==> src/include/mem_subsys_defs.svh <==
`ifndef MEM_SUBSYS_DEFS_SVH
`define MEM_SUBSYS_DEFS_SVH

`define MEM_ADDR_W        32              // bus address width

// sram region of SRAM_WORDS * 4 bytes
`define SRAM_WORDS        1024
`define SRAM_BASE         32'h8000_0000

// 16-byte timer region with mtime at +0 and mtimecmp at +4
`define MTIMER_BASE       32'h0200_0000

`define AXIL_RESP_OKAY    2'b00
`define AXIL_RESP_DECERR  2'b11           // no slave at this address

`endif

==> src/verilog/mem_subsys_pkg.sv <==
`include "mem_subsys_defs.svh"

package mem_subsys_pkg;

    typedef enum logic [1:0] {
        LSU_BYTE = 2'd0,
        LSU_HALF = 2'd1,
        LSU_WORD = 2'd2
    } lsu_size_e;

    typedef struct packed {
        logic                    is_store;
        lsu_size_e               size;
        logic                    is_unsigned;  // zero-extend loads
        logic [`MEM_ADDR_W-1:0]  addr;
        logic [31:0]             wdata;        // store data in the low bits
    } lsu_req_t;

    typedef struct packed {
        logic [31:0] rdata;
        logic        err;
    } lsu_rsp_t;

    typedef struct packed {
        logic [`MEM_ADDR_W-1:0] addr;
        logic [2:0]             prot;
    } axil_aw_t;

    typedef struct packed {
        logic [`MEM_ADDR_W-1:0] addr;
        logic [2:0]             prot;
    } axil_ar_t;

    typedef struct packed {
        logic [31:0] data;
        logic [3:0]  strb;
    } axil_w_t;

    typedef struct packed {
        logic [1:0] resp;
    } axil_b_t;

    typedef struct packed {
        logic [31:0] data;
        logic [1:0]  resp;
    } axil_r_t;

endpackage

==> src/verilog/axil_addr_decoder.sv <==
`timescale 1ns/10ps
`include "mem_subsys_defs.svh"

module axil_addr_decoder (
    input  logic                     clk,
    input  logic                     rst_n,
    input  mem_subsys_pkg::axil_aw_t aw,
    input  mem_subsys_pkg::axil_w_t  w,
    input  mem_subsys_pkg::axil_ar_t ar,
    input  logic                     aw_valid, w_valid, ar_valid, b_ready, r_ready,
    output logic                     aw_ready, w_ready, ar_ready, b_valid, r_valid,
    output mem_subsys_pkg::axil_b_t  b,
    output mem_subsys_pkg::axil_r_t  r,
    output mem_subsys_pkg::axil_aw_t sram_aw,
    output mem_subsys_pkg::axil_w_t  sram_w,
    output mem_subsys_pkg::axil_ar_t sram_ar,
    output logic                     sram_aw_valid, sram_w_valid, sram_ar_valid,
    output logic                     sram_b_ready, sram_r_ready,
    input  logic                     sram_aw_ready, sram_w_ready, sram_ar_ready,
    input  logic                     sram_b_valid, sram_r_valid,
    input  mem_subsys_pkg::axil_b_t  sram_b,
    input  mem_subsys_pkg::axil_r_t  sram_r,
    output mem_subsys_pkg::axil_aw_t tmr_aw,
    output mem_subsys_pkg::axil_w_t  tmr_w,
    output mem_subsys_pkg::axil_ar_t tmr_ar,
    output logic                     tmr_aw_valid, tmr_w_valid, tmr_ar_valid,
    output logic                     tmr_b_ready, tmr_r_ready,
    input  logic                     tmr_aw_ready, tmr_w_ready, tmr_ar_ready,
    input  logic                     tmr_b_valid, tmr_r_valid,
    input  mem_subsys_pkg::axil_b_t  tmr_b,
    input  mem_subsys_pkg::axil_r_t  tmr_r
);

    localparam logic [1:0] TGT_SRAM = 2'd0;
    localparam logic [1:0] TGT_TMR  = 2'd1;
    localparam logic [1:0] TGT_ERR  = 2'd2;

    logic [1:0] aw_tgt, ar_tgt;
    logic [1:0] wr_own, rd_own;      // owner of the outstanding transfer
    logic       wr_pend, rd_pend;
    logic       err_b_valid, err_r_valid;
    logic       err_wr_acc, err_rd_acc;

    function automatic logic [1:0] decode(input logic [`MEM_ADDR_W-1:0] a);
        if (a >= `SRAM_BASE && a < `SRAM_BASE + `SRAM_WORDS * 4)
            return TGT_SRAM;
        if (a >= `MTIMER_BASE && a < `MTIMER_BASE + 16)
            return TGT_TMR;
        return TGT_ERR;
    endfunction

    assign aw_tgt = decode(aw.addr);
    assign ar_tgt = decode(ar.addr);

    assign sram_aw = aw;
    assign sram_w  = w;
    assign sram_ar = ar;
    assign tmr_aw  = aw;
    assign tmr_w   = w;
    assign tmr_ar  = ar;

    // w follows the aw address since the master sends both together
    assign sram_aw_valid = aw_valid && aw_tgt == TGT_SRAM;
    assign sram_w_valid  = w_valid && aw_tgt == TGT_SRAM;
    assign sram_ar_valid = ar_valid && ar_tgt == TGT_SRAM;
    assign tmr_aw_valid  = aw_valid && aw_tgt == TGT_TMR;
    assign tmr_w_valid   = w_valid && aw_tgt == TGT_TMR;
    assign tmr_ar_valid  = ar_valid && ar_tgt == TGT_TMR;

    assign err_wr_acc = aw_valid && w_valid && aw_tgt == TGT_ERR && !err_b_valid;
    assign err_rd_acc = ar_valid && ar_tgt == TGT_ERR && !err_r_valid;

    always_comb begin
        case (aw_tgt)
            TGT_SRAM: {aw_ready, w_ready} = {sram_aw_ready, sram_w_ready};
            TGT_TMR:  {aw_ready, w_ready} = {tmr_aw_ready, tmr_w_ready};
            default:  {aw_ready, w_ready} = {2{err_wr_acc}};
        endcase
        case (ar_tgt)
            TGT_SRAM: ar_ready = sram_ar_ready;
            TGT_TMR:  ar_ready = tmr_ar_ready;
            default:  ar_ready = err_rd_acc;
        endcase
    end

    always_comb begin
        case (wr_own)
            TGT_SRAM: {b_valid, b} = {sram_b_valid & wr_pend, sram_b};
            TGT_TMR:  {b_valid, b} = {tmr_b_valid & wr_pend, tmr_b};
            default:  {b_valid, b} = {err_b_valid, `AXIL_RESP_DECERR};
        endcase
        case (rd_own)
            TGT_SRAM: {r_valid, r} = {sram_r_valid & rd_pend, sram_r};
            TGT_TMR:  {r_valid, r} = {tmr_r_valid & rd_pend, tmr_r};
            default:  {r_valid, r} = {err_r_valid, 32'd0, `AXIL_RESP_DECERR};
        endcase
    end

    assign sram_b_ready = b_ready && wr_own == TGT_SRAM;
    assign tmr_b_ready  = b_ready && wr_own == TGT_TMR;
    assign sram_r_ready = r_ready && rd_own == TGT_SRAM;
    assign tmr_r_ready  = r_ready && rd_own == TGT_TMR;

    always_ff @(posedge clk or negedge rst_n) begin
        if (!rst_n) begin
            wr_pend     <= 1'b0;
            rd_pend     <= 1'b0;
            wr_own      <= TGT_SRAM;
            rd_own      <= TGT_SRAM;
            err_b_valid <= 1'b0;
            err_r_valid <= 1'b0;
        end else begin
            if (aw_valid && aw_ready) begin
                wr_pend <= 1'b1;
                wr_own  <= aw_tgt;
            end else if (b_valid && b_ready) begin
                wr_pend <= 1'b0;
            end
            if (ar_valid && ar_ready) begin
                rd_pend <= 1'b1;
                rd_own  <= ar_tgt;
            end else if (r_valid && r_ready) begin
                rd_pend <= 1'b0;
            end
            if (err_wr_acc)
                err_b_valid <= 1'b1;  // decerr one cycle after the miss
            else if (err_b_valid && b_ready)
                err_b_valid <= 1'b0;
            if (err_rd_acc)
                err_r_valid <= 1'b1;
            else if (err_r_valid && r_ready)
                err_r_valid <= 1'b0;
        end
    end

    // one transfer per direction in flight
    assert property (@(posedge clk) disable iff (!rst_n)
        (aw_valid && aw_ready) |-> !wr_pend);
    assert property (@(posedge clk) disable iff (!rst_n)
        (ar_valid && ar_ready) |-> !rd_pend);

endmodule

==> config.mk <==
export PLATFORM = sky130hd
export DESIGN_NAME = axil_addr_decoder
export DESIGN_NICKNAME = d
export VERILOG_FILES = /design/src/verilog/mem_subsys_pkg.sv /design/src/verilog/axil_addr_decoder.sv
export VERILOG_INCLUDE_DIRS = /design/src /design/src/include
export SDC_FILE = /design/constraint.sdc
export NUM_CORES = 1
export LEC_CHECK = 0
export BUFFER_PORTS_ARGS = -buffer_cell sky130_fd_sc_hd__buf_4
export CAP_MARGIN = 20
export CELL_PAD_IN_SITES_DETAIL_PLACEMENT = 2
export CELL_PAD_IN_SITES_GLOBAL_PLACEMENT = 2
export CORE_AREA = 3 3 178 180
export CTS_CLUSTER_DIAMETER = 50
export CTS_CLUSTER_SIZE = 30
export DETAILED_ROUTE_END_ITERATION = 16
export DIE_AREA = 0 0 181 183
export GPL_ROUTABILITY_DRIVEN = 0
export PLACE_DENSITY = 0.79
export SLEW_MARGIN = 20
export SYNTH_ARGS = -nofsm -noshare
export SYNTH_HDL_FRONTEND = slang
export SYNTH_SLANG_ARGS = --single-unit
==> constraint.sdc <==
create_clock -name clk -period 2.25 [get_ports clk]
set_input_delay 0.45 -clock clk [delete_from_list [all_inputs] [get_ports clk]]
set_output_delay 0.45 -clock clk [all_outputs]
set_load 0.1 [all_outputs]
==> flow_summary.json <==
{
  "violations": "negative setup slack",
  "pin_count": 458,
  "status": "finished with violations",
  "critPathArrivalTime_ps": 1890,
  "slew_violations": 0,
  "powerDensity_nw_per_um2": 384,
  "yosys.area.top_type_share": 0.561,
  "synth_cell_types": 39,
  "p_int_uw": 828,
  "die_h_microns": 183,
  "ys_seq_elements": 8,
  "avgSynthCellArea_sq_um": 7.49,
  "core_area_sq_um": 30300,
  "slew_headroom": 0.734,
  "cts_buffers": 3,
  "start_kind": "input pin",
  "dp_hpwl_microns": 12400,
  "port_buffers": 307,
  "grt_antenna_before_repair": 0,
  "netlist_instances": 379,
  "placed_area_sq_um": 4640,
  "n_antenna_cell": 0,
  "clock-sinks": 8,
  "hold_class": "input pin to asynchronous set/reset pin",
  "crit_path_end_kind": "primary output",
  "first_pass_iters": 4,
  "clock_latency_ps": 230,
  "areaGrowthSynthToFinish_pct": 83.0,
  "drive_gt1_frac": 0.844,
  "synth_nets": 574,
  "grt_setup_unrepaired": "true",
  "seqPwrFrac": 0.082,
  "grt_overflow_total": 0,
  "hold_viol_final": 0,
  "drc": 0,
  "vias_per_cell": 3.26,
  "grt.total_usage": 0.0776,
  "finish.utilization": 0.171,
  "leakagePower_nw": 2.35,
  "synth_top_area_cell": "buf_4",
  "cts_tree": "done",
  "final_area_sq_um": 5190,
  "cts-root-buf": "clkbuf_16",
  "start_util": 0.0935,
  "worst_pin_slew_ps": 398,
  "fmax_ghz": 0.428,
  "clockBufferDepth": 2,
  "layout_setup_ws_ps": -87.7,
  "pre_cts_ws_ps": -335,
  "combPwrFrac": 0.758,
  "grt_pass1_wl_microns": 20200,
  "final.setup_skew_ps": 0.297,
  "die-area_sq_um": 33100,
  "drtAntennaViolNets": 0,
  "die_w_microns": 181,
  "layout_commonest_cell": "buf_4",
  "grt_pass1_vias": 3400,
  "timing.final.crit_share": 1.04,
  "mappedNetlistArea_sq_um": 2840,
  "rows": 64,
  "post-route-min-period_ps": 2340,
  "grt_max_degree": 35,
  "nets": 733,
  "synthTopCellsByArea": "buf_4 (56%), mux2i_1 (12%), dfrtp_1 (7.1%), nor2_1 (4.9%), and3_1 (2.2%)",
  "finalSetupTns_ps": -87.7,
  "worstPathRequired_ps": 1800,
  "cts_max_level": 1,
  "drt_iter0_drc": 26,
  "most-common-layout-cells": "buf_4 (345), mux2i_1 (35), nor2_2 (27)",
  "ctsHoldBuffers": 0,
  "ys_warn_count": 0,
  "power_mw": 2.00,
  "drt-total-wl_microns": 14300,
  "seq_area_frac_synth": 0.0705,
  "critPathKind": "input pin to primary output",
  "p_sw_frac": 0.585,
  "crit_path_max_fanout": 3,
  "cts.reportedPaths.clkPinSlew_ps": 40,
  "setup_viol": 1,
  "power_frac_clock": 0.159,
  "ir_drop_mv": 0.241,
  "switchingPower_mw": 1.17,
  "drv_cap": 0,
  "routedWlPerCell_microns": 15.3,
  "num_vias": 3039
}
## sequential cells by signal (all words and copies together) (netlist names)
signal / flops
wr_pend: 1
rd_pend: 1
err_b_valid: 1
wr_own: 2
rd_own: 2
err_r_valid: 1
## cell families after synthesis
logic type / share of synthesized area
AND/OR/NAND/NOR: 0.160
flip-flops: 0.0705
multiplexers: 0.127
AO/OA/AOI/OAI: 0.0644
buffers and inverters: 0.578
## synthesized netlist by cell type (all sizes together)
master / count
o21ai: 6
clkbuf: 4
mux2: 1
nor3: 1
a211o: 2
and3b: 2
and3: 10
or4: 1
nand4: 1
nor4b: 2
o41a: 1
a21oi: 1
o31ai: 3
nor4: 9
inv: 4
nand3: 2
or2: 1
a2111oi: 1
dfrtp: 8
o211ai: 1
buf: 216
a31oi: 2
nor2b: 4
nor2: 37
mux2i: 35
nor3b: 2
o22ai: 1
nand2b: 2
nand2: 15
a22o: 2
a22oi: 2
## worst max-delay path, cell delays in order
cell,delay [ps]
buf_4,120
or4_4,550
buf_6,150
a2111oi_4,230
nand2b_4,210
buf_12,170
## final cells by class
cell class,instances,area [sq um]
sequential,8,205
timing repair buffer,374,3020
inverter,4,15.0
fill,3533,25200
multi-input combinational,147,1380
clock buffer,4,78.8
tap,396,495
## power by group through the flow
stage | Sequential, mW | Clock [mW] | Combinational (mW)
3_5_place_dp | 0.166 | 0 | 1.46
6_report | 0.165 | 0.318 | 1.51
2_1_floorplan | 0.164 | 0 | 1.93
3_3_place_gp | 0.166 | 0 | 1.44
5_1_grt | 0.166 | 0.340 | 1.57
4_1_cts | 0.165 | 0.326 | 1.50
## metrics by stage
stage                     hold WS, ps  instances
final                            43.0        933
after global routing             45.0        933
after CTS                        42.1        930
after detailed placement          292        922
after global placement            287        922
after floorplan                   154        379
## final timing paths
check / start / endpoint / slack, ps / cells past startpoint
max in group asynchronous: rst_n / rd_own[0]$_DFFE_PN0P_ / 2040 / 1
setup / recovery: ar[18] / ar_ready / -90 / 6
setup reg to reg: err_b_valid$_DFFE_PN0P_ / wr_pend$_DFFE_PN0P_ / 830 / 7
hold reg to reg: rd_pend$_DFFE_PN0P_ / rd_pend$_DFFE_PN0P_ / 470 / 2
min in group clk: b_ready / err_b_valid$_DFFE_PN0P_ / 430 / 2
hold / removal: rst_n / rd_own[0]$_DFFE_PN0P_ / 40 / 1
## metal layers
| metal | global-route usage | share of wire |
|---|---|---|
| met1 | 0.0722 | 0.30 |
| met2 | 0.154 | 0.55 |
| met3 | 0.0351 | 0.12 |
| met4 | 0.0180 | 0.025 |
| met5 | 0 | 0 |
## timing repair
| action | 4_1_cts | 5_1_grt |
|---|---|---|
| cloned | 0 | 0 |
| pin swaps | 13 | 15 |
| buffers inserted | 4 | 3 |
| setup endpoints to repair | 9 | 10 |
| gates resized for setup | 56 | 30 |
| endpoints found under the hold margin | 0 | 0 |
Power figures use the tool's default switching activity.
