File: src/include/mem_subsys_defs.svh
`ifndef MEM_SUBSYS_DEFS_SVH
`define MEM_SUBSYS_DEFS_SVH

`define MEM_ADDR_W        32              // bus address width

// sram region of SRAM_WORDS * 4 bytes
`define SRAM_WORDS        1024
`define SRAM_BASE         32'h8000_0000

// 16-byte timer region with mtime at +0 and mtimecmp at +4
`define MTIMER_BASE       32'h0200_0000

`define AXIL_RESP_OKAY    2'b00
`define AXIL_RESP_DECERR  2'b11           // no slave at this address

`endif

File: src/verilog/mem_subsys_pkg.sv
`include "mem_subsys_defs.svh"

package mem_subsys_pkg;

    typedef enum logic [1:0] {
        LSU_BYTE = 2'd0,
        LSU_HALF = 2'd1,
        LSU_WORD = 2'd2
    } lsu_size_e;

    typedef struct packed {
        logic                    is_store;
        lsu_size_e               size;
        logic                    is_unsigned;  // zero-extend loads
        logic [`MEM_ADDR_W-1:0]  addr;
        logic [31:0]             wdata;        // store data in the low bits
    } lsu_req_t;

    typedef struct packed {
        logic [31:0] rdata;
        logic        err;
    } lsu_rsp_t;

    typedef struct packed {
        logic [`MEM_ADDR_W-1:0] addr;
        logic [2:0]             prot;
    } axil_aw_t;

    typedef struct packed {
        logic [`MEM_ADDR_W-1:0] addr;
        logic [2:0]             prot;
    } axil_ar_t;

    typedef struct packed {
        logic [31:0] data;
        logic [3:0]  strb;
    } axil_w_t;

    typedef struct packed {
        logic [1:0] resp;
    } axil_b_t;

    typedef struct packed {
        logic [31:0] data;
        logic [1:0]  resp;
    } axil_r_t;

endpackage

File: src/verilog/axil_mtimer.sv
`timescale 1ns/10ps
`include "mem_subsys_defs.svh"

module axil_mtimer (
    input  logic                     clk,
    input  logic                     rst_n,
    input  mem_subsys_pkg::axil_aw_t aw,
    input  logic                     aw_valid,
    output logic                     aw_ready,
    input  mem_subsys_pkg::axil_w_t  w,
    input  logic                     w_valid,
    output logic                     w_ready,
    output mem_subsys_pkg::axil_b_t  b,
    output logic                     b_valid,
    input  logic                     b_ready,
    input  mem_subsys_pkg::axil_ar_t ar,
    input  logic                     ar_valid,
    output logic                     ar_ready,
    output mem_subsys_pkg::axil_r_t  r,
    output logic                     r_valid,
    input  logic                     r_ready,
    output logic                     irq
);

    localparam logic [1:0] REG_TIME = 2'd0;  // offset 0
    localparam logic [1:0] REG_CMP  = 2'd1;  // offset 4

    logic [31:0] mtime;
    logic [31:0] mtimecmp;
    logic [31:0] rdata_q;
    logic        wr_acc;
    logic        rd_acc;

    assign wr_acc   = aw_valid && w_valid && !b_valid;
    assign rd_acc   = ar_valid && !r_valid && !wr_acc;
    assign aw_ready = wr_acc;
    assign w_ready  = wr_acc;
    assign ar_ready = rd_acc;

    always_ff @(posedge clk or negedge rst_n) begin
        if (!rst_n) begin
            mtime    <= '0;
            mtimecmp <= '1;  // irq stays off until software arms it
            b_valid  <= 1'b0;
            r_valid  <= 1'b0;
        end else begin
            mtime <= mtime + 32'd1;
            if (wr_acc && aw.addr[3:2] == REG_CMP) begin
                for (int i = 0; i < 4; i++) begin
                    if (w.strb[i])
                        mtimecmp[8*i +: 8] <= w.data[8*i +: 8];
                end
            end
            if (wr_acc)
                b_valid <= 1'b1;
            else if (b_ready)
                b_valid <= 1'b0;
            if (rd_acc)
                r_valid <= 1'b1;
            else if (r_ready)
                r_valid <= 1'b0;
        end
    end

    always_ff @(posedge clk) begin
        if (rd_acc) begin
            case (ar.addr[3:2])
                REG_TIME: rdata_q <= mtime;
                REG_CMP:  rdata_q <= mtimecmp;
                default:  rdata_q <= 32'd0;  // upper words unused
            endcase
        end
    end

    assign b   = '{resp: `AXIL_RESP_OKAY};
    assign r   = '{data: rdata_q, resp: `AXIL_RESP_OKAY};
    assign irq = mtime >= mtimecmp;

endmodule

File: config.mk
export PLATFORM = sky130hd
export DESIGN_NAME = axil_mtimer
export DESIGN_NICKNAME = d
export VERILOG_FILES = /design/src/verilog/mem_subsys_pkg.sv /design/src/verilog/axil_mtimer.sv
export VERILOG_INCLUDE_DIRS = /design/src /design/src/include
export SDC_FILE = /design/constraint.sdc
export NUM_CORES = 1
export LEC_CHECK = 0
export BUFFER_PORTS_ARGS = -buffer_cell sky130_fd_sc_hd__buf_4
export CORE_MARGIN = 2
export CORE_UTILIZATION = 50
export DETAILED_ROUTE_END_ITERATION = 7
export GPL_TIMING_DRIVEN = 0
export PLACE_DENSITY = 0.84
export SYNTH_ARGS = -nofsm -noshare
export SYNTH_HDL_FRONTEND = slang
export SYNTH_SLANG_ARGS = --single-unit
File: constraint.sdc
create_clock -name clk -period 4.45 [get_ports clk]
set_input_delay 0.6675 -clock clk [delete_from_list [all_inputs] [get_ports clk]]
set_output_delay 0.6675 -clock clk [all_outputs]
set_load 0.02 [all_outputs]
==> impl_metrics.csv, run 1 <==
group,metric,value,unit
sta,hold_viol,0,
floorplan,floorplan.rows,36,
yosys,synthXorXnorAreaFrac,0.0530,
sta,finalCritPeriodShare,0.779,
grt,grt_overflow,0,
status,status,"complete, no violations",
yosys,synth_top_family_by_area,"multiplexers",
run,max-cap-violations,0,
clock_network,clk_pin_slew,90,ps
clock_network,cts_tree,"done",
sta,grt_setup_unrepaired,"no",
finish,nets,651,
finish,fillers,774,
sta,fmax,0.289,GHz
yosys,yosys.area_share.adder,0.0834,
critical_path,crit_fanout,3,
clock_network,insertion_delay,370,ps
yosys,synth-main-ff-cell,"dfrtp_1",
drt,drc,0,
critical_path,crit_arrival,2800,ps
drt,avgViaCountPerCell,5.24,
critical_path,crit_required,3780,ps
pwr,p_leak,2.83,nW
finish,layout_commonest_cell,"buf_4",
clock_network,clockRootBuffer,"clkbuf_8",
clock_network,cts_resized,0,
sta,fin_worst_skew,10.9,ps
pwr,power.total,2.11,mW
drt,drtIter0Drc,128,
floorplan,initial_core_util,0.511,
yosys,syn_inst,406,
pwr,p_per_area,353,nW/µm²
grt,track_usage,0.206,
drt,wl,10400,µm
yosys,synth.avg_cell_area,12.2,µm²
finish,insertedDiodeCount,0,
floorplan,chipWidth,104,µm
drt,post_drt_wl_per_cell,16.2,µm
clock_network,htree_levels,3,
sta,min_period,3470,ps
yosys,synth_mux_area_frac,0.137,
clock_network,cts.sink_count,98,
floorplan,die_height,104,µm
placement,port_buffers,83,
grt,antenna_found_initial,0,
yosys,synth.cell_area,4950,µm²
clock_network,hold_buffers,0,
sta,setup_viol,0,
clock_network,numCtsBuffers,9,
critical_path,end_kind,"output pin",
yosys,ys_seq_area_frac,0.535,
drt,via_count,3371,
sta,slew_headroom,0.363,
yosys,async_reset_ff_frac,0.673,
drt,ant_nets,0,
floorplan,ios,155,
critical_path,worstSetupPathType,"reg -> out",
grt,grt_pass1_vias,3453,
finish,layout_common_cells,"buf_4 (89), nor2_1 (41), inv_1 (37), dfrtp_1 (34), ha_1 (33)",
yosys,synth-simple-area-share,0.114,
yosys,ys_ff_latch,98,
yosys,synth_cell_types,40,
finish,drive_gt1_frac,0.351,
finish,area_growth,20.5,%
sta,slew_viol_final,0,
clock_network,post-cts-setup-buffers,0,
pwr,ir_drop,0.000196,V
clock_network,cts.path.max_buffers,2,
drt,dr.pass1.iters,4,
placement,gp_congestion,0.832,
yosys,ys_warn_count,0,
grt,grt_pass1_wl,17300,µm
floorplan,dieArea,10700,µm²
sta,tightest_slew,956,ps
placement,hpwl,7710,µm
grt,grt_max_degree,67,
min_path,hold_class,"in -> async",
yosys,synth_compound_area_frac,0.0344,
sta,finalSetupTns,0,ps
yosys,synth-edff-count,32,
critical_path,cp-start-kind,"register",
floorplan,core,9680,µm²
==> worst paths after layout <==
path,end,depth (start not counted),slack [ps],from
setup / recovery,irq,8,980,mtimecmp[17]
hold reg to reg,mtime[31],1,520,mtime[31]
setup reg to reg,mtimecmp[6],6,2380,b_valid
min in group clk,b_valid,2,470,b_ready
hold / removal,mtime[18],1,410,rst_n
max in group asynchronous,mtime[0],1,3510,rst_n
==> routing by layer <==
metal	GRT usage	share of wire
met1	0.278	0.45
met3	0.0409	0.048
met5	0	0
met2	0.331	0.48
met4	0.0820	0.023
==> cell usage after synthesis (2+ instances only) <==
| master | instances | area share |
|---|---|---|
| xor2_1 | 11 | 0.019 |
| nand3_1 | 14 | 0.014 |
| buf_1 | 2 | 0.0015 |
| a21o_1 | 5 | 0.0076 |
| edfxtp_1 | 32 | 0.19 |
| ha_1 | 33 | 0.083 |
| nor3b_1 | 2 | 0.0030 |
| nand4_1 | 8 | 0.010 |
| and4_1 | 5 | 0.0088 |
| mux2i_1 | 32 | 0.065 |
| buf_4 | 5 | 0.0076 |
| a211oi_1 | 2 | 0.0030 |
| dfrtp_1 | 34 | 0.17 |
| nor3_1 | 3 | 0.0030 |
| nand2_2 | 4 | 0.0051 |
| and3_1 | 5 | 0.0063 |
| xnor2_1 | 19 | 0.034 |
| inv_1 | 37 | 0.028 |
| nor4_4 | 2 | 0.0086 |
| dfstp_2 | 32 | 0.17 |
| a21oi_1 | 8 | 0.0081 |
| nand2_1 | 15 | 0.011 |
| mux2_2 | 32 | 0.073 |
| clkbuf_1 | 4 | 0.0030 |
| o21ai_0 | 5 | 0.0051 |
| nor2_1 | 41 | 0.031 |
==> state kept, by name (all words and copies together), names as in the netlist <==
register / flops
r_valid: 1
mtimecmp: 32
rdata_q: 32
b_valid: 1
mtime: 32
==> power breakdown <==
group / leakage [nW] / total [mW] / internal (mW) / switching [mW]
Sequential: 1.10 / 1.17 / 1.10 / 0.0714
Clock: 0.0807 / 0.517 / 0.201 / 0.315
Combinational: 1.64 / 0.420 / 0.205 / 0.215
Total: 2.83 / 2.11 / 1.50 / 0.602
==> critical path, cell delays in order, from the launching register on <==
cell       delay (ps)
dfstp_2           560
inv_1              40
ha_1              290
a21oi_1           140
o21ai_0           100
a221o_1           360
a2111oi_0         550
o21ai_0           190
buf_4             200
==> stage by stage <==
stage	cells	setup slack, ps	hold WS (ps)	cell area, µm²	utilization
after floorplan	409	1300	372	4970	-
after global placement	625	413	494	5760	0.595
after detailed placement	627	1440	500	5800	0.599
after CTS	643	1030	426	5970	0.616
after global routing	643	815	469	5970	0.616
final	643	984	407	5970	0.616
==> cells by family (layout without fill, tap and decap cells) <==
kind of cell / count (synthesis) / after routing
compound gates: 26 / 26
xor+xnor: 30 / 30
fa+ha+maj: 33 / 33
buf+inv: 49 / 150
flops: 98 / 98
mux: 64 / 64
other cells: 1 / 4
simple gates: 105 / 105
==> layout make-up <==
| cell class | count | area, µm² | share of cell area |
|---|---|---|---|
| buffer | 12 | 65.1 | 0.0109 |
| clock buffer | 9 | 124 | 0.0208 |
| clock inverter | 7 | 45.0 | 0.00755 |
| inverter | 37 | 139 | 0.0233 |
| multi-input combinational | 262 | 2120 | 0.355 |
| sequential | 98 | 2650 | 0.444 |
| tap | 133 | 166 | 0.0279 |
| timing repair buffer | 85 | 658 | 0.110 |
Note: power is estimated with default switching activity, not from simulation.
==> inputs of run 2 (changes only) <==
CORE_UTILIZATION = 46   (was 50)
PLACE_DENSITY = 0.82   (was 0.84)
clock period = 3 ns   (was 4.45 ns; I/O delays follow)
==> impl_metrics.csv, run 2 (synthesized netlist as in run 1, its figures left out) <==
group,metric,value,unit
status,status,"complete, no violations",
finish,layout.cells.non_filler,649,
sta,finalSetupTns,0,ps
finish,fin_area,6110,µm²
sta,slew_viol_final,0,
finish,reg_top3,"mtime (32), mtimecmp (32), rdata_q (32)",
clock_network,hold_buffers,0,
finish,insertedDiodeCount,0,
sta,min_period,2920,ps
critical_path,endpoint,"irq",
finish,layout_commonest_cell,"buf_4",
drt,post_drt_wl_per_cell,16.3,µm
critical_path,rr_endpoint,"mtimecmp[4]",
placement,port_buffers,83,
critical_path,r2r-start,"b_valid",
finish,nets,654,
finish,area_growth,23.3,%
drt,drc,0,
sta,tightest_slew,1120,ps
drt,avgViaCountPerCell,5.29,
sta,fin_worst_skew,12.8,ps
pwr,p_per_area,531,nW/µm²
pwr,combPwrFrac,0.204,
floorplan,ios,155,
floorplan,core,10400,µm²
floorplan,floorplan.rows,37,
grt,use_met3,0.0424,
drt,ant_nets,0,
drt,drtIter0Drc,93,
critical_path,crit_required,2550,ps
critical_path,end_kind,"output pin",
clock_network,insertion_delay,370,ps
critical_path,r2r_slack,750,ps
critical_path,crit_start,"mtimecmp[17]",
sta,setup_viol,0,
drt,dr.pass1.iters,4,
critical_path,cp_common_cell,"o21ai_1",
floorplan,die_height,108,µm
pwr,power.total,3.24,mW
drt,via_count,3431,
pwr,p_switching,898,µW
sta,finalCritPeriodShare,0.972,
clock_network,htree_levels,3,
grt,grt_max_degree,67,
grt,antenna_found_initial,0,
grt,use_met2,0.307,
clock_network,cts.path.max_buffers,2,
finish,drive_gt1_frac,0.374,
pwr,ir_drop,0.000280,V
critical_path,slowest_stage,"dfstp_2",
grt,met1_usage,0.243,
finish,layout_common_cells,"buf_4 (91), nor2_1 (41), inv_1 (37), dfrtp_1 (34)",
placement,placed_area,5810,µm²
grt,top_usage_layer,"met2",
clock_network,cts_tree,"done",
clock_network,numCtsBuffers,9,
pwr,p_leak,2.86,nW
floorplan,dieArea,11600,µm²
sta,fmax,0.343,GHz
clock_network,cts.sink_count,98,
critical_path,critPathMaxStageDelay,550,ps
clock_network,clk_pin_slew,100,ps
critical_path,crit_arrival,2470,ps
grt,grt_pass1_vias,3557,
grt,grt_pass1_wl,17000,µm
grt,track_usage,0.192,
placement,placed_cells,630,
drt,wl,10600,µm
placement,hpwl,7580,µm
critical_path,cp-start-kind,"register",
sta,slew_headroom,0.253,
critical_path,worstSetupPathType,"reg -> out",
clock_network,clockRootBuffer,"clkbuf_8",
sta,hold_viol,0,
floorplan,chipWidth,108,µm
run,max-cap-violations,0,
critical_path,crit_fanout,3,
pwr,seqPwrFrac,0.534,
pwr,p_int,2.34,mW
placement,gp_congestion,0.844,
finish,fillers,856,
pwr,p_clk_frac,0.263,
critical_path,cp_cell_sequence,"inv_1 > ha_4 > a21oi_1 > o21ai_1 > a221o_1 > a2111oi_4 > o21ai_1 > buf_4",
critical_path,worstRegToRegCells,5,
floorplan,initial_core_util,0.478,
pwr,swShare,0.277,
grt,grt_overflow,0,
min_path,hold_class,"in -> async",
-- run 2: changes by cell type in the layout (fill, tap and decap cells not counted), moves of 2 or more --
cell	delta
o21ai_1	+2
ha_1	-3
ha_4	+3
clkinv_1	-2
buf_4	+2
o21ai_0	-3
-- run 2: routing by layer --
metal,vias up,share of wire
met5,-,0
met4,0,0.041
met3,35,0.065
met2,113,0.48
met1,1669,0.42
li1,1614,-
-- run 2: how the worst min path moves through the flow --
stage | to | from | slack (ps) | cells after the start
3_3_place_gp | mtime[31] | mtime[31] | 490 | 1
3_5_place_dp | mtime[16] | mtime[16] | 510 | 1
6_report | mtime[9] | rst_n | 180 | 1
5_1_grt | mtime[9] | rst_n | 240 | 1
2_1_floorplan | b_valid | rst_n | 150 | 0
4_1_cts | mtime[8] | rst_n | 200 | 1
-- run 2: power groups by stage --
stage / combinational [mW] / clock (mW) / sequential (mW)
6_report: 0.660 / 0.852 / 1.73
5_1_grt: 0.738 / 0.919 / 1.75
4_1_cts: 0.629 / 0.869 / 1.73
3_5_place_dp: 0.621 / 0 / 1.76
3_3_place_gp: 0.582 / 0 / 1.75
2_1_floorplan: 0.349 / 0 / 1.77
-- run 2: timing repair --
| action | in CTS | in global routing |
|---|---|---|
| buffers inserted | 0 | 3 |
| setup endpoints to repair | 1 | 1 |
| pin swaps | 2 | 6 |
| resized for setup | 5 | 9 |
-- run 2: final cells by class --
type / count / area [µm²] / share of cell area
Sequential cell: 98 / 2650 / 0.434
Multi-Input combinational cell: 262 / 2200 / 0.360
Timing Repair Buffer: 88 / 688 / 0.113
Tap cell: 136 / 170 / 0.0279
Inverter: 37 / 139 / 0.0227
Clock buffer: 10 / 128 / 0.0209
Clock inverter: 6 / 66.3 / 0.0109
Buffer: 12 / 65.1 / 0.0106
-- run 2: critical path: cells and delay by family, from the launching register on --
family / cells / cell delay [ps]
compound gates: 5 / 1110
fa+ha+maj: 1 / 210
buf+inv: 2 / 230
flops: 1 / 550
-- run 2: metrics by stage --
step | util | setup slack, ps | hold slack, ps
2_1_floorplan | - | 222 | 154
3_3_place_gp | 0.556 | -582 | 491
3_5_place_dp | 0.560 | 160 | 514
4_1_cts | 0.582 | 7.62 | 201
5_1_grt | 0.589 | -14.3 | 244
6_report | 0.589 | 83.3 | 178
==> inputs of run 3 (changes only) <==
CORE_UTILIZATION = 48   (was 46)
CTS_BUF_LIST = sky130_fd_sc_hd__clkbuf_4   (was unset)
PLACE_DENSITY = 0.85   (was 0.82)
SLEW_MARGIN = 10   (was unset)
==> impl_metrics.csv, run 3 (synthesized netlist as in run 1, its figures left out) <==
group,metric,value,unit
critical_path,r2r-start,"mtime[0]",
grt,grt_pass1_vias,3550,
grt,track_usage,0.198,
placement,placed_area,5800,µm²
critical_path,crit_fanout,3,
drt,ant_nets,0,
pwr,power.total,3.15,mW
placement,gp_congestion,0.854,
finish,utilization,0.603,
clock_network,htree_levels,3,
sta,fin_ws,-68.7,ps
drt,via_count,3516,
critical_path,end_kind,"output pin",
sta,grt_setup_unrepaired,"yes",
sta,setup_viol,1,
clock_network,insertion_delay,460,ps
floorplan,core,10200,µm²
pwr,seqPwrFrac,0.548,
drt,wl,10900,µm
sta,finalCritPeriodShare,1.02,
finish,area_growth,24.0,%
finish,layout.cells.non_filler,656,
sta,fmax,0.326,GHz
critical_path,crit_start,"mtimecmp[16]",
sta,tightest_slew,965,ps
floorplan,ios,155,
placement,hpwl,7510,µm
pwr,combPwrFrac,0.228,
grt,grt_overflow,0,
grt,antenna_found_initial,0,
critical_path,crit_required,2550,ps
floorplan,dieArea,11100,µm²
pwr,p_switching,891,µW
critical_path,worstSetupPathType,"reg -> out",
drt,avgViaCountPerCell,5.36,
pwr,ir_drop,0.000294,V
finish,fin_area,6140,µm²
sta,min_period,3070,ps
pwr,p_per_area,513,nW/µm²
clock_network,cts.sink_count,98,
drt,post_drt_wl_per_cell,16.6,µm
pwr,swShare,0.283,
sta,hold_viol,0,
sta,slew_viol_final,0,
grt,grt_pass1_wl,17200,µm
placement,port_buffers,83,
critical_path,crit_arrival,2620,ps
drt,drtIter0Drc,156,
pwr,p_clk_frac,0.224,
status,violations,"negative setup slack",
floorplan,floorplan.rows,37,
pwr,p_int,2.26,mW
floorplan,initial_core_util,0.486,
run,max-cap-violations,0,
finish,layout_commonest_cell,"buf_4",
sta,slew_headroom,0.357,
min_path,hold_class,"in -> async",
grt,grt_max_degree,67,
clock_network,hold_buffers,0,
drt,drc,0,
pwr,p_leak,2.87,nW
finish,reg_top3,"mtime (32), mtimecmp (32), rdata_q (32)",
drt,dr.pass1.iters,5,
finish,insertedDiodeCount,0,
finish,layout_common_cells,"buf_4 (98), nor2_1 (41), inv_1 (35), dfrtp_1 (33)",
finish,nets,661,
placement,placed_cells,630,
floorplan,die_height,106,µm
sta,fin_worst_skew,14.6,ps
critical_path,cp-start-kind,"register",
clock_network,cts_tree,"done",
clock_network,cts.path.max_buffers,2,
clock_network,clockRootBuffer,"clkbuf_4",
clock_network,numCtsBuffers,9,
floorplan,chipWidth,106,µm
status,status,"finished with violations",
clock_network,clk_pin_slew,150,ps
finish,drive_gt1_frac,0.398,
run 3: cell count changes in the layout (fill, tap and decap cells not counted), moves of 2 or more:
cell	before	now
clkbuf_8	9	0
inv_1	37	35
ha_4	3	6
ha_1	30	26
buf_4	91	98
inv_2	0	2
clkbuf_4	0	11
run 3: layout make-up:
cell class                 instances  area (µm²)
buffer                            12        65.1
clock buffer                      11        82.6
clock inverter                     5        55.1
fill                             842        4040
inverter                          37         139
multi-input combinational        262        2250
sequential                        98        2650
tap                              136         170
timing repair buffer              95         728
run 3: timing repair:
| action | CTS | global route |
|---|---|---|
| pin swaps | 6 | 5 |
| setup endpoints to repair | 1 | 1 |
| gates resized for setup | 12 | 9 |
| setup buffers | 6 | 4 |
| endpoints found under the hold margin | 0 | 0 |
run 3: path summary, 6_finish.rpt:
| path | to | slack [ps] | cells after the start |
|---|---|---|---|
| setup / recovery | irq | -70 | 8 |
| hold / removal | mtime[7] | 90 | 1 |
| setup reg to reg | mtime[28] | 1030 | 6 |
| hold reg to reg | mtime[31] | 520 | 1 |
| max in group asynchronous | mtime[17] | 2320 | 1 |
| min in group clk | b_valid | 150 | 2 |
run 3: power groups by stage:
stage	clock network (mW)	logic [mW]	registers, mW
6_report	0.706	0.719	1.73
5_1_grt	0.776	0.785	1.74
4_1_cts	0.713	0.674	1.72
3_5_place_dp	0	0.617	1.76
3_3_place_gp	0	0.579	1.75
2_1_floorplan	0	0.349	1.77
run 3: routing by layer:
metal	vias to the layer above	part of all wire	GRT usage
met5	-	0	0
met4	0	0.021	0.0836
met3	19	0.080	0.0340
met2	136	0.49	0.329
met1	1721	0.41	0.256
li1	1640	-	-
run 3: critical path: stages, from the launching register on:
cell	delay, ps
dfstp_2	570
inv_1	60
ha_2	190
a21oi_4	160
o21ai_1	70
a221o_1	390
a2111oi_4	390
o21ai_1	150
buf_4	180
run 3: stage by stage:
stage          hold slack (ps)  TNS [ps]  setup WS (ps)
2_1_floorplan              154         0            222
3_3_place_gp               493     -6760           -589
3_5_place_dp               502         0            191
4_1_cts                    116         0           11.2
5_1_grt                    122      -164           -164
6_report                  94.1     -68.7          -68.7
