### src/include/mem_subsys_defs.svh
`ifndef MEM_SUBSYS_DEFS_SVH
`define MEM_SUBSYS_DEFS_SVH

`define MEM_ADDR_W        32              // bus address width

// sram region of SRAM_WORDS * 4 bytes
`define SRAM_WORDS        1024
`define SRAM_BASE         32'h8000_0000

// 16-byte timer region with mtime at +0 and mtimecmp at +4
`define MTIMER_BASE       32'h0200_0000

`define AXIL_RESP_OKAY    2'b00
`define AXIL_RESP_DECERR  2'b11           // no slave at this address

`endif

### src/verilog/mem_subsys_pkg.sv
`include "mem_subsys_defs.svh"

package mem_subsys_pkg;

    typedef enum logic [1:0] {
        LSU_BYTE = 2'd0,
        LSU_HALF = 2'd1,
        LSU_WORD = 2'd2
    } lsu_size_e;

    typedef struct packed {
        logic                    is_store;
        lsu_size_e               size;
        logic                    is_unsigned;  // zero-extend loads
        logic [`MEM_ADDR_W-1:0]  addr;
        logic [31:0]             wdata;        // store data in the low bits
    } lsu_req_t;

    typedef struct packed {
        logic [31:0] rdata;
        logic        err;
    } lsu_rsp_t;

    typedef struct packed {
        logic [`MEM_ADDR_W-1:0] addr;
        logic [2:0]             prot;
    } axil_aw_t;

    typedef struct packed {
        logic [`MEM_ADDR_W-1:0] addr;
        logic [2:0]             prot;
    } axil_ar_t;

    typedef struct packed {
        logic [31:0] data;
        logic [3:0]  strb;
    } axil_w_t;

    typedef struct packed {
        logic [1:0] resp;
    } axil_b_t;

    typedef struct packed {
        logic [31:0] data;
        logic [1:0]  resp;
    } axil_r_t;

endpackage

### src/verilog/lsu_axil_master.sv
`timescale 1ns/10ps
`include "mem_subsys_defs.svh"

module lsu_axil_master (
    input  logic                     clk,
    input  logic                     rst_n,
    input  logic                     req_valid,
    input  mem_subsys_pkg::lsu_req_t req,
    output logic                     done,
    output mem_subsys_pkg::lsu_rsp_t rsp,
    output logic                     aw_valid,
    output logic                     w_valid,
    output logic                     ar_valid,
    output mem_subsys_pkg::axil_aw_t aw,
    output mem_subsys_pkg::axil_w_t  w,
    output mem_subsys_pkg::axil_ar_t ar,
    input  logic                     aw_ready,
    input  logic                     w_ready,
    input  logic                     ar_ready,
    input  mem_subsys_pkg::axil_b_t  b,
    input  logic                     b_valid,
    output logic                     b_ready,
    input  mem_subsys_pkg::axil_r_t  r,
    input  logic                     r_valid,
    output logic                     r_ready
);

    mem_subsys_pkg::lsu_req_t req_q;
    logic        wr_busy;
    logic        rd_busy;
    logic        misaligned;
    logic [4:0]  lane_shift;  // byte offset in bits
    logic [31:0] lane_data;
    logic [31:0] load_data;

    always_comb begin
        case (req.size)
            mem_subsys_pkg::LSU_BYTE: misaligned = 1'b0;
            mem_subsys_pkg::LSU_HALF: misaligned = req.addr[0];
            default:                  misaligned = |req.addr[1:0];
        endcase
    end

    always_ff @(posedge clk) begin
        if (req_valid)
            req_q <= req;
    end

    assign lane_shift = {req_q.addr[1:0], 3'b000};

    assign aw = '{addr: req_q.addr, prot: 3'b000};
    assign ar = '{addr: req_q.addr, prot: 3'b000};
    assign w.data = req_q.wdata << lane_shift;  // move store data into its lane

    always_comb begin
        case (req_q.size)
            mem_subsys_pkg::LSU_BYTE: w.strb = 4'b0001 << req_q.addr[1:0];
            mem_subsys_pkg::LSU_HALF: w.strb = 4'b0011 << req_q.addr[1:0];
            default:                  w.strb = 4'b1111;
        endcase
    end

    assign lane_data = r.data >> lane_shift;

    always_comb begin
        case (req_q.size)
            mem_subsys_pkg::LSU_BYTE:
                load_data = {{24{lane_data[7] & ~req_q.is_unsigned}}, lane_data[7:0]};
            mem_subsys_pkg::LSU_HALF:
                load_data = {{16{lane_data[15] & ~req_q.is_unsigned}}, lane_data[15:0]};
            default:
                load_data = lane_data;
        endcase
    end

    assign b_ready = wr_busy;  // ready through the whole wait
    assign r_ready = rd_busy;

    always_ff @(posedge clk or negedge rst_n) begin
        if (!rst_n) begin
            aw_valid <= 1'b0;
            w_valid  <= 1'b0;
            ar_valid <= 1'b0;
            wr_busy  <= 1'b0;
            rd_busy  <= 1'b0;
            done     <= 1'b0;
            rsp      <= '0;
        end else begin
            done <= 1'b0;
            if (aw_valid && aw_ready)
                aw_valid <= 1'b0;
            if (w_valid && w_ready)
                w_valid <= 1'b0;
            if (ar_valid && ar_ready)
                ar_valid <= 1'b0;
            if (req_valid) begin
                if (misaligned) begin  // rejected without bus traffic
                    done <= 1'b1;
                    rsp  <= '{rdata: 32'd0, err: 1'b1};
                end else if (req.is_store) begin
                    aw_valid <= 1'b1;
                    w_valid  <= 1'b1;
                    wr_busy  <= 1'b1;
                end else begin
                    ar_valid <= 1'b1;
                    rd_busy  <= 1'b1;
                end
            end
            if (b_valid && b_ready) begin
                wr_busy <= 1'b0;
                done    <= 1'b1;
                rsp     <= '{rdata: 32'd0, err: b.resp != `AXIL_RESP_OKAY};
            end
            if (r_valid && r_ready) begin
                rd_busy <= 1'b0;
                done    <= 1'b1;
                rsp     <= '{rdata: load_data, err: r.resp != `AXIL_RESP_OKAY};
            end
        end
    end

    // the request port has no back-pressure
    assert property (@(posedge clk) disable iff (!rst_n)
        req_valid |-> !(wr_busy || rd_busy));

endmodule

### config.mk
export PLATFORM = sky130hd
export DESIGN_NAME = lsu_axil_master
export DESIGN_NICKNAME = d
export VERILOG_FILES = /design/src/verilog/mem_subsys_pkg.sv /design/src/verilog/lsu_axil_master.sv
export VERILOG_INCLUDE_DIRS = /design/src /design/src/include
export SDC_FILE = /design/constraint.sdc
export NUM_CORES = 1
export LEC_CHECK = 0
export ABC_AREA = 1
export BUFFER_PORTS_ARGS = -buffer_cell sky130_fd_sc_hd__buf_4
export CAP_MARGIN = 20
export CORE_MARGIN = 2
export CORE_UTILIZATION = 50
export DETAILED_ROUTE_END_ITERATION = 7
export PLACE_DENSITY = 0.95
export SLEW_MARGIN = 20
export SYNTH_ARGS = -nofsm -noshare
export SYNTH_HDL_FRONTEND = slang
export SYNTH_SLANG_ARGS = --single-unit
### constraint.sdc
create_clock -name clk -period 2.8 [get_ports clk]
set_input_delay 0.42 -clock clk [delete_from_list [all_inputs] [get_ports clk]]
set_output_delay 0.42 -clock clk [all_outputs]
set_load 0.005 [all_outputs]
==> impl_metrics.yaml, run 1 <==
sta:
  fmax_mhz: 387
  drv_slew: 0
  period_needed_ns: 2.58
  fin_skew_ns: 0.00397
  setup_ws_ns: 0.216
  whs_ns: 0.0213
  fin_setup_tns_ns: 0
  final_hold_viol_count: 0
  worst_pin_slew_ns: 1.03
  fin_crit_sh_pct: 92.3
  slew_headroom_pct: 31.0
  rsz0062_at_grt: "false"
  setup_viol: 0
critical_path:
  startpoint_type: "flop"
  cp.arrival_ns: 2.16
  critPathKind: "flop to output pin"
  end_kind: "output pin"
  critPathRequiredTime_ns: 2.38
  crit_fanout: 23
yosys:
  yosys.area.top_type: "edfxtp_1"
  yosysMostFrequentCell: "nand2_1"
  synth_fa_ha_area_share_pct: 0
  synth_seq_cells: 106
  yosysSeqAreaShare_pct: 56.7
  synth_mux_area_share_pct: 0.190
  netlist_top_cells_count: "nand2_1, buf_4, edfxtp_1"
  synthTopCellsByArea: "edfxtp_1, dfrtp_1, nand2_1"
  synth_xor_area_share_pct: 0
  synth_top_area_share_pct: 38.1
  synthFlopType: "edfxtp_1"
  yosys_warnings: 0
  synth_compound_area_share_pct: 9.04
  netlist_instances: 555
  postSynthAreaPerCell_um2: 9.50
  synth_edf_count: 67
  synth_top_family_by_area: "simple AND/OR/NAND/NOR gates"
  ys_types: 31
  synthArstFlopShare_pct: 36.8
  synthSimpleGateAreaFrac_pct: 19.5
  synthesis.area_um2: 5270
cts:
  htree_num_levels: 3
  numCtsBuffers: 9
  clock_latency_ns: 0.36
  cts_buffer_depth: 2
  postCtsHoldBufs: 0
  root_buffer: "clkbuf_8"
  clk_pin_slew_ns: 0.10
  cts_sinks: 106
  cts_tree: "yes"
routing:
  drtAntennaViolNets: 0
  routed_wl_mm: 15.8
  vias: 4537
  vias_per_cell: 5.19
  wl_per_cell_um: 18.1
  drtPass1Iterations: 5
  initialDrtViolationCount: 342
  drc: 0
global_routing:
  track_usage_pct: 27.3
  grt_pass1_wl_mm: 23.3
  grt_overflow: 0
  antenna_found_initial: 0
  grt_max_degree: 70
  grt_pass1_vias: 4310
power:
  leakagePower_nw: 3.43
  peakVddDrop_v: 0.000413
  cellPowerDensity_nw_per_um2: 604
floorplan:
  fp-row-count: 37
  core_area_um2: 10300
  die_w_um: 107
  io_pins: 257
  dieArea_um2: 11400
  start_util_pct: 51.3
  fp.dieH_um: 107
cells_and_area:
  nNetsFinal: 845
  nFillCells: 802
  register_area_um2: 2990
  multi_input_area_um2: 1540
  area_growth_syn_to_layout_pct: 31.3
  diodes: 0
  drive_above_1_share_pct: 40.0
placed_design:
  globalplace.congestion: 0.917
  place_hpwl_mm: 11.8
  place_ws_ns: 0.293
  portBuffers: 250
min_path:
  hp-class: "primary input to asynchronous set/reset pin"
outcome:
  status: "completed"
job:
  drv_cap: 0
## metrics by stage
| step | utilization [%] | instance area [µm²] | cells | total power [W] |
|---|---|---|---|---|
| after floorplan | - | 5290 | 560 | 0.00260 |
| after global placement | 65.3 | 6710 | 857 | 0.00320 |
| after detailed placement | 65.3 | 6710 | 857 | 0.00324 |
| after CTS | 67.4 | 6920 | 874 | 0.00420 |
| after global routing | 67.4 | 6930 | 874 | 0.00439 |
| final | 67.4 | 6930 | 874 | 0.00418 |
## timing repair
| action | 4_1_cts | 5_1_grt |
|---|---|---|
| buffers inserted | 1 | 0 |
| gates resized for setup | 0 | 1 |
| setup endpoints to repair | 10 | 1 |
## sequential cells by signal, indices dropped and copies added (netlist names)
signal	cells
aw_valid	1
done	1
w_valid	1
rsp	33
ar	32
req_q	35
b_ready	1
ar_valid	1
r_ready	1
## layout by cell type (no fill, tap or decap), types with 2 or more instances in the layout
master,n
nand2_1,163
o21ai_1,13
inv_1,20
nand2_2,12
o221ai_1,5
conb_1,6
inv_6,2
o21ai_0,29
o21a_1,7
nor2_1,40
clkbuf_8,10
a22oi_1,8
edfxtp_1,67
a21oi_1,19
buf_4,257
dfrtp_1,39
nand3_1,21
inv_2,5
## power by group
group          internal, W  switching, W
clock network     0.000445      0.000527
registers          0.00190      0.000149
logic             0.000583      0.000579
## final timing paths
check / startpoint / endpoint / slack [ns] / cells past startpoint
max: ar[4]$_DFFE_PP_ / w[8] / 0.22 / 4
min: rst_n / rsp[23]$_DFFE_PN0P_ / 0.02 / 1
max reg2reg: ar[3]$_DFFE_PP_ / rsp[21]$_DFFE_PN0P_ / 0.54 / 9
min reg2reg: rsp[29]$_DFFE_PN0P_ / rsp[29]$_DFFE_PN0P_ / 0.49 / 2
max in group asynchronous: rst_n / rsp[16]$_DFFE_PN0P_ / 2.42 / 1
min in group clk: w_ready / w_valid$_DFF_PN0_ / 0.22 / 2
## per-layer routing
layer / wire length [µm] / global-route usage [%] / part of all wire [%] / up-vias
met5: 0 / 0 / 0 / -
met4: 376 / 11.0 / 2.4 / 0
met3: 1370 / 4.98 / 8.7 / 30
met2: 8050 / 45.7 / 51 / 273
met1: 5980 / 35.0 / 38 / 2138
li1: - / - / - / 2096
## layout make-up
type                            count  share of cell area, %
Timing Repair Buffer              257                   27.9
Multi-Input combinational cell    334                   22.3
Clock buffer                       11                   2.04
Tap cell                          136                   2.46
Inverter                           25                   1.36
Sequential cell                   106                   43.1
Clock inverter                      5                  0.885
## cells by family after synthesis
| family | Yosys count |
|---|---|
| compound gates | 83 |
| other cells | 1 |
| mux | 1 |
| buf+inv | 120 |
| flops | 106 |
| simple gates | 244 |
## worst max-delay path, cell delays in order (launching register included)
cell,delay (ns)
edfxtp_1,0.62
nor2_4,0.47
inv_2,0.32
nor2_1,0.24
buf_4,0.15
Note: power is estimated with default switching activity, not from simulation.
==> inputs of run 2 (changes only) <==
--- a/config.mk
+++ b/config.mk
@@ -12,6 +12,7 @@
 export CORE_MARGIN = 2
 export CORE_UTILIZATION = 50
 export DETAILED_ROUTE_END_ITERATION = 7
+export HOLD_SLACK_MARGIN = 0.12
 export PLACE_DENSITY = 0.95
 export SLEW_MARGIN = 20
 export SYNTH_ARGS = -nofsm -noshare
==> run 2 against run 1 <==
Effect of this change:
- fmax fell by 0.18%
- sequential share of layout area fell by 0.062 points
- clock-buffer cell count did not move
- critical endpoint unchanged
- largest cell class unchanged
- largest power group unchanged
- highest routed layer unchanged
==> impl_metrics.yaml, run 2 (same netlist as run 1, synthesis figures left out) <==
power:
  clkPwrFrac_pct: 23.2
  sequentialPowerShare_pct: 49.1
  internal_power_w: 0.00293
  leakagePower_nw: 3.43
  cellPowerDensity_nw_per_um2: 603
  p_sw_share_pct: 29.9
  power_frac_comb_pct: 27.8
  switching_power_w: 0.00125
  power_w: 0.00418
  peakVddDrop_v: 0.000411
cts:
  numCtsBuffers: 9
  htree_num_levels: 3
  cts_buffer_depth: 2
  clock_latency_ns: 0.36
  root_buffer: "clkbuf_8"
  cts_tree: "yes"
  cts_sinks: 106
  clk_pin_slew_ns: 0.10
placed_design:
  globalplace.congestion: 0.917
  place_hpwl_mm: 11.8
  placed_area_um2: 6710
  place_ws_ns: 0.293
  dp_cells: 857
  portBuffers: 250
global_routing:
  grt_max_degree: 70
  grt_overflow: 0
  track_usage_pct: 27.3
  grtUsageMet1_pct: 35.0
  grtUsageMet2_pct: 45.9
  antenna_found_initial: 0
  grt_pass1_vias: 4320
  grt_use_met3_pct: 4.98
  grt_pass1_wl_mm: 23.4
  busiest_layer: "met2"
cells_and_area:
  layout_commonest_cell: "buf_4"
  nNetsFinal: 846
  drive_above_1_share_pct: 39.9
  fin_cells: 875
  regMostFlops: "req_q"
  fin_area_um2: 6940
  layout_common_cells: "buf_4, nand2_1, edfxtp_1"
  area_growth_syn_to_layout_pct: 31.5
  diodes: 0
  nFillCells: 802
  largest_reg_flops: 35
routing:
  wl_per_cell_um: 18.1
  drtAntennaViolNets: 0
  drc: 0
  vias: 4537
  vias_per_cell: 5.19
  initialDrtViolationCount: 371
  routed_wl_mm: 15.8
  drtPass1Iterations: 6
critical_path:
  critPathLaunch: "ar[4]$_DFFE_PP_"
  cp.arrival_ns: 2.17
  startpoint_type: "flop"
  slowest_delay_ns: 0.62
  end_kind: "output pin"
  critPathKind: "flop to output pin"
  critPathRequiredTime_ns: 2.38
  crit_chain: "nor2_4, inv_2, nor2_1, buf_4"
  crit_fanout: 23
  r2r_start: "ar[3]$_DFFE_PP_"
  slowest_stage: "edfxtp_1"
floorplan:
  core_area_um2: 10300
  fp.dieH_um: 107
  dieArea_um2: 11400
  fp-row-count: 37
  io_pins: 257
  die_w_um: 107
  start_util_pct: 51.3
sta:
  fmax_mhz: 386
  fin_skew_ns: 0.00373
  fin_crit_sh_pct: 92.5
  slew_headroom_pct: 31.8
  fin_setup_tns_ns: 0
  period_needed_ns: 2.59
  worst_pin_slew_ns: 1.02
  drv_slew: 0
  final_hold_viol_count: 0
  setup_viol: 0
  setup_ws_ns: 0.211
  rsz0062_at_grt: "false"
min_path:
  min-delay-start: "w_ready"
  hp-class: "primary input to flop"
job:
  drv_cap: 0
outcome:
  status: "completed"
-- run 2: cell count changes in the layout (fill, tap and decap cells not counted) --
cell           before  now
dlygate4sd3_1       0    1
-- run 2: path summary, 6_finish.rpt --
kind	end	slack, ns	cells after the start
setup / recovery	w[8]	0.21	4
hold / removal	w_valid$_DFF_PN0_	0.22	2
setup reg to reg	rsp[21]$_DFFE_PN0P_	0.54	9
hold reg to reg	rsp[29]$_DFFE_PN0P_	0.49	2
max in group asynchronous	rsp[16]$_DFFE_PN0P_	1.86	2
min in group asynchronous	rsp[23]$_DFFE_PN0P_	0.58	2
-- run 2: metrics by stage --
stage	hold slack [ns]	util, %
floorplan	0.124	-
global placement	0.411	65.3
detailed placement	0.421	65.3
CTS	0.208	67.5
global route	0.203	67.5
finish	0.223	67.5
-- run 2: routing by layer --
| layer | up-vias | share of wire [%] |
|---|---|---|
| met5 | - | 0 |
| met4 | 0 | 2.4 |
| met3 | 32 | 8.1 |
| met2 | 262 | 51 |
| met1 | 2140 | 39 |
| li1 | 2103 | - |
-- run 2: final cells by class --
cell class                      count  area, µm²  area share, %
Timing Repair Buffer              258       1940           28.0
Sequential cell                   106       2990           43.1
Multi-Input combinational cell    334       1540           22.2
Tap cell                          136        170           2.45
Inverter                           25       93.8           1.35
Clock buffer                       11        141           2.04
Clock inverter                      5       61.3          0.884
-- run 2: timing repair --
item / 4_1_cts / 5_1_grt
hold buffers: 1 / 0
hold endpoints to repair: 39 / 0
resized for setup: 0 / 1
setup buffers: 1 / 0
endpoints found under the setup margin: 10 / 1
-- run 2: critical path, delay by kind of cell (launching register included) --
kind,cells,cell delay [ns]
flip-flops,1,0.62
buffers and inverters,2,0.47
AND/OR/NAND/NOR,2,0.71
-- run 2: power by group through the flow --
stage / sequential [W] / combinational, W / clock, W
after floorplan: 0.00205 / 0.000548 / 0
final: 0.00205 / 0.00116 / 0.000970
after detailed placement: 0.00208 / 0.00115 / 0
after global placement: 0.00207 / 0.00112 / 0
after global routing: 0.00207 / 0.00127 / 0.00105
after CTS: 0.00205 / 0.00116 / 0.000991
==> inputs of run 3 (changes only) <==
--- a/config.mk
+++ b/config.mk
@@ -6,10 +6,8 @@
 export SDC_FILE = /design/constraint.sdc
 export NUM_CORES = 1
 export LEC_CHECK = 0
-export ABC_AREA = 1
 export BUFFER_PORTS_ARGS = -buffer_cell sky130_fd_sc_hd__buf_4
 export CAP_MARGIN = 20
-export CORE_MARGIN = 2
 export CORE_UTILIZATION = 50
 export DETAILED_ROUTE_END_ITERATION = 7
 export HOLD_SLACK_MARGIN = 0.12
==> run 3 against run 2 <==
Effect of this change:
- combinational power down 32%
- routed wire length shrank 12%
- clock power shrank 0.7%
- critical path type unchanged
- critical endpoint is now w[22]
- largest cell class unchanged
- largest power group unchanged
==> impl_metrics.yaml, run 3 <==
outcome:
  status: "completed"
sta:
  drv_slew: 0
  fin_setup_tns_ns: 0
  fmax_mhz: 395
  setup_viol: 0
  fin_skew_ns: 0.0114
  fin_crit_sh_pct: 90.5
  rsz0062_at_grt: "false"
  worst_pin_slew_ns: 0.665
  slew_headroom_pct: 55.7
  final_hold_viol_count: 0
  period_needed_ns: 2.53
yosys:
  synth_seq_cells: 106
  synth_edf_count: 67
  yosysMostFrequentCell: "buf_4"
  synthesis.area_um2: 5200
  yosys_warnings: 0
  synthArstFlopShare_pct: 36.8
  yosys.area.top_type: "edfxtp_1"
  yosysSeqAreaShare_pct: 57.5
  postSynthAreaPerCell_um2: 12.1
  synthTopCellsByArea: "edfxtp_1, dfrtp_1, buf_4"
  ys_types: 38
  netlist_top_cells_count: "buf_4, edfxtp_1, dfrtp_1"
  synth_top_area_share_pct: 38.7
  netlist_instances: 431
  synthFlopType: "edfxtp_1"
cells_and_area:
  regMostFlops: "req_q"
  layout_common_cells: "buf_4, edfxtp_1, dfrtp_1"
  fin_area_um2: 6850
  drive_above_1_share_pct: 45.4
  fin_cells: 747
  nNetsFinal: 720
  layout_commonest_cell: "buf_4"
  area_growth_syn_to_layout_pct: 31.8
  largest_reg_flops: 35
cts:
  clock_latency_ns: 0.36
  cts_tree: "yes"
  htree_num_levels: 3
  postCtsHoldBufs: 1
  cts_setup_buffers: 0
  cts_buffer_depth: 2
  cts_resized: 0
  clk_pin_slew_ns: 0.12
  root_buffer: "clkbuf_8"
  numCtsBuffers: 9
  cts_sinks: 106
routing:
  drtPass1Iterations: 5
  initialDrtViolationCount: 296
  drtAntennaViolNets: 0
  vias: 4028
  drc: 0
  routed_wl_mm: 13.9
  wl_per_cell_um: 18.7
  vias_per_cell: 5.39
power:
  switching_power_w: 0.000975
  sequentialPowerShare_pct: 52.0
  peakVddDrop_v: 0.000444
  cellPowerDensity_nw_per_um2: 534
  p_sw_share_pct: 26.7
  clkPwrFrac_pct: 26.3
  internal_power_w: 0.00268
  leakagePower_nw: 3.23
  power_frac_comb_pct: 21.6
critical_path:
  crit_fanout: 21
  slowest_stage: "edfxtp_1"
  critPathKind: "flop to output pin"
  critPathRequiredTime_ns: 2.38
  cp_common_cell: "buf_4"
  cp.arrival_ns: 2.11
  crit_chain: "buf_4, mux2i_1, o21ai_0, buf_4"
  r2r_start: "ar[3]$_DFFE_PP_"
  startpoint_type: "flop"
  slowest_delay_ns: 0.78
  end_kind: "output pin"
  critPathLaunch: "ar[4]$_DFFE_PP_"
floorplan:
  dieArea_um2: 10800
  fp.dieH_um: 104
  start_util_pct: 52.4
  die_w_um: 104
  core_area_um2: 9910
  io_pins: 257
  fp-row-count: 36
global_routing:
  antenna_found_initial: 1
  grt_max_degree: 55
  track_usage_pct: 25.9
  grt_pass1_vias: 4048
  grt_pass1_wl_mm: 21.6
  grt_overflow: 0
min_path:
  min-delay-start: "req[45]"
  hp-class: "primary input to flop"
placed_design:
  globalplace.congestion: 0.862
  portBuffers: 250
  placed_area_um2: 6630
  dp_cells: 729
  place_hpwl_mm: 10.5
job:
  drv_cap: 0
==> run 3: changes by cell type after synthesis, moves of 12 or more <==
cell / change
mux2i_1: +33
nand2_2: -12
nor2b_1: +16
nor2_1: -22
nand3_1: -21
a211o_1: +15
nand2_1: -136
inv_1: -15
==> run 3: stage by stage <==
step | setup slack [ns] | utilization [%] | hold WS [ns] | total power, W
2_1_floorplan | 1.06 | - | 0.124 | 0.00231
4_1_cts | 0.224 | 69.1 | 0.204 | 0.00367
6_report | 0.265 | 69.1 | 0.210 | 0.00366
3_3_place_gp | 0.684 | 66.9 | 0.412 | 0.00270
5_1_grt | 0.0717 | 69.1 | 0.191 | 0.00382
3_5_place_dp | 0.661 | 66.9 | 0.421 | 0.00273
==> run 3: critical path: cells and delay by family, from the launching register on <==
| family | cells | cell delay (ns) |
|---|---|---|
| flip-flops | 1 | 0.78 |
| buffers and inverters | 2 | 0.54 |
| multiplexers | 1 | 0.28 |
| AO/OA/AOI/OAI | 1 | 0.14 |
==> run 3: power groups by stage <==
stage	logic, W	clock network (W)	registers (W)
detailed placement	0.000793	0	0.00193
global placement	0.000770	0	0.00193
CTS	0.000795	0.000975	0.00190
finish	0.000792	0.000963	0.00190
floorplan	0.000404	0	0.00191
global route	0.000850	0.00104	0.00192
==> run 3: path summary, 6_finish.rpt <==
path	to	slack [ns]	cells after the start
max	w[22]	0.27	4
min	ar[16]$_DFFE_PP_	0.21	1
max reg2reg	rsp[12]$_DFFE_PN0P_	0.79	5
min reg2reg	rsp[23]$_DFFE_PN0P_	0.50	1
max in group asynchronous	rsp[24]$_DFFE_PN0P_	1.88	2
min in group asynchronous	w_valid$_DFF_PN0_	0.57	2
==> run 3: cell families (layout without fill, tap and decap cells) <==
logic type      Yosys count  after routing  synth area share, %
compound gates           93             93                 12.5
flops                   106            106                 57.5
xor+xnor                  1              1                0.169
mux                      35             35                 6.98
other cells               1              7               0.0722
buf+inv                 103            280                 13.6
simple gates             92             92                 9.25
==> run 3: layout make-up <==
class	instances	area, µm²
Fill cell	693	3060
Antenna cell	1	2.50
Tap cell	133	166
Inverter	5	18.8
Timing Repair Buffer	259	1950
Sequential cell	106	2990
Multi-Input combinational cell	227	1520
Clock buffer	10	128
Clock inverter	6	75.1
==> run 3: routing by layer <==
metal | global-route usage, % | up-vias | part of all wire [%]
li1 | - | 1828 | -
met1 | 29.0 | 1946 | 35
met2 | 47.7 | 221 | 54
met3 | 5.08 | 33 | 7.2
met4 | 10.8 | 0 | 3.7
met5 | 0 | - | 0
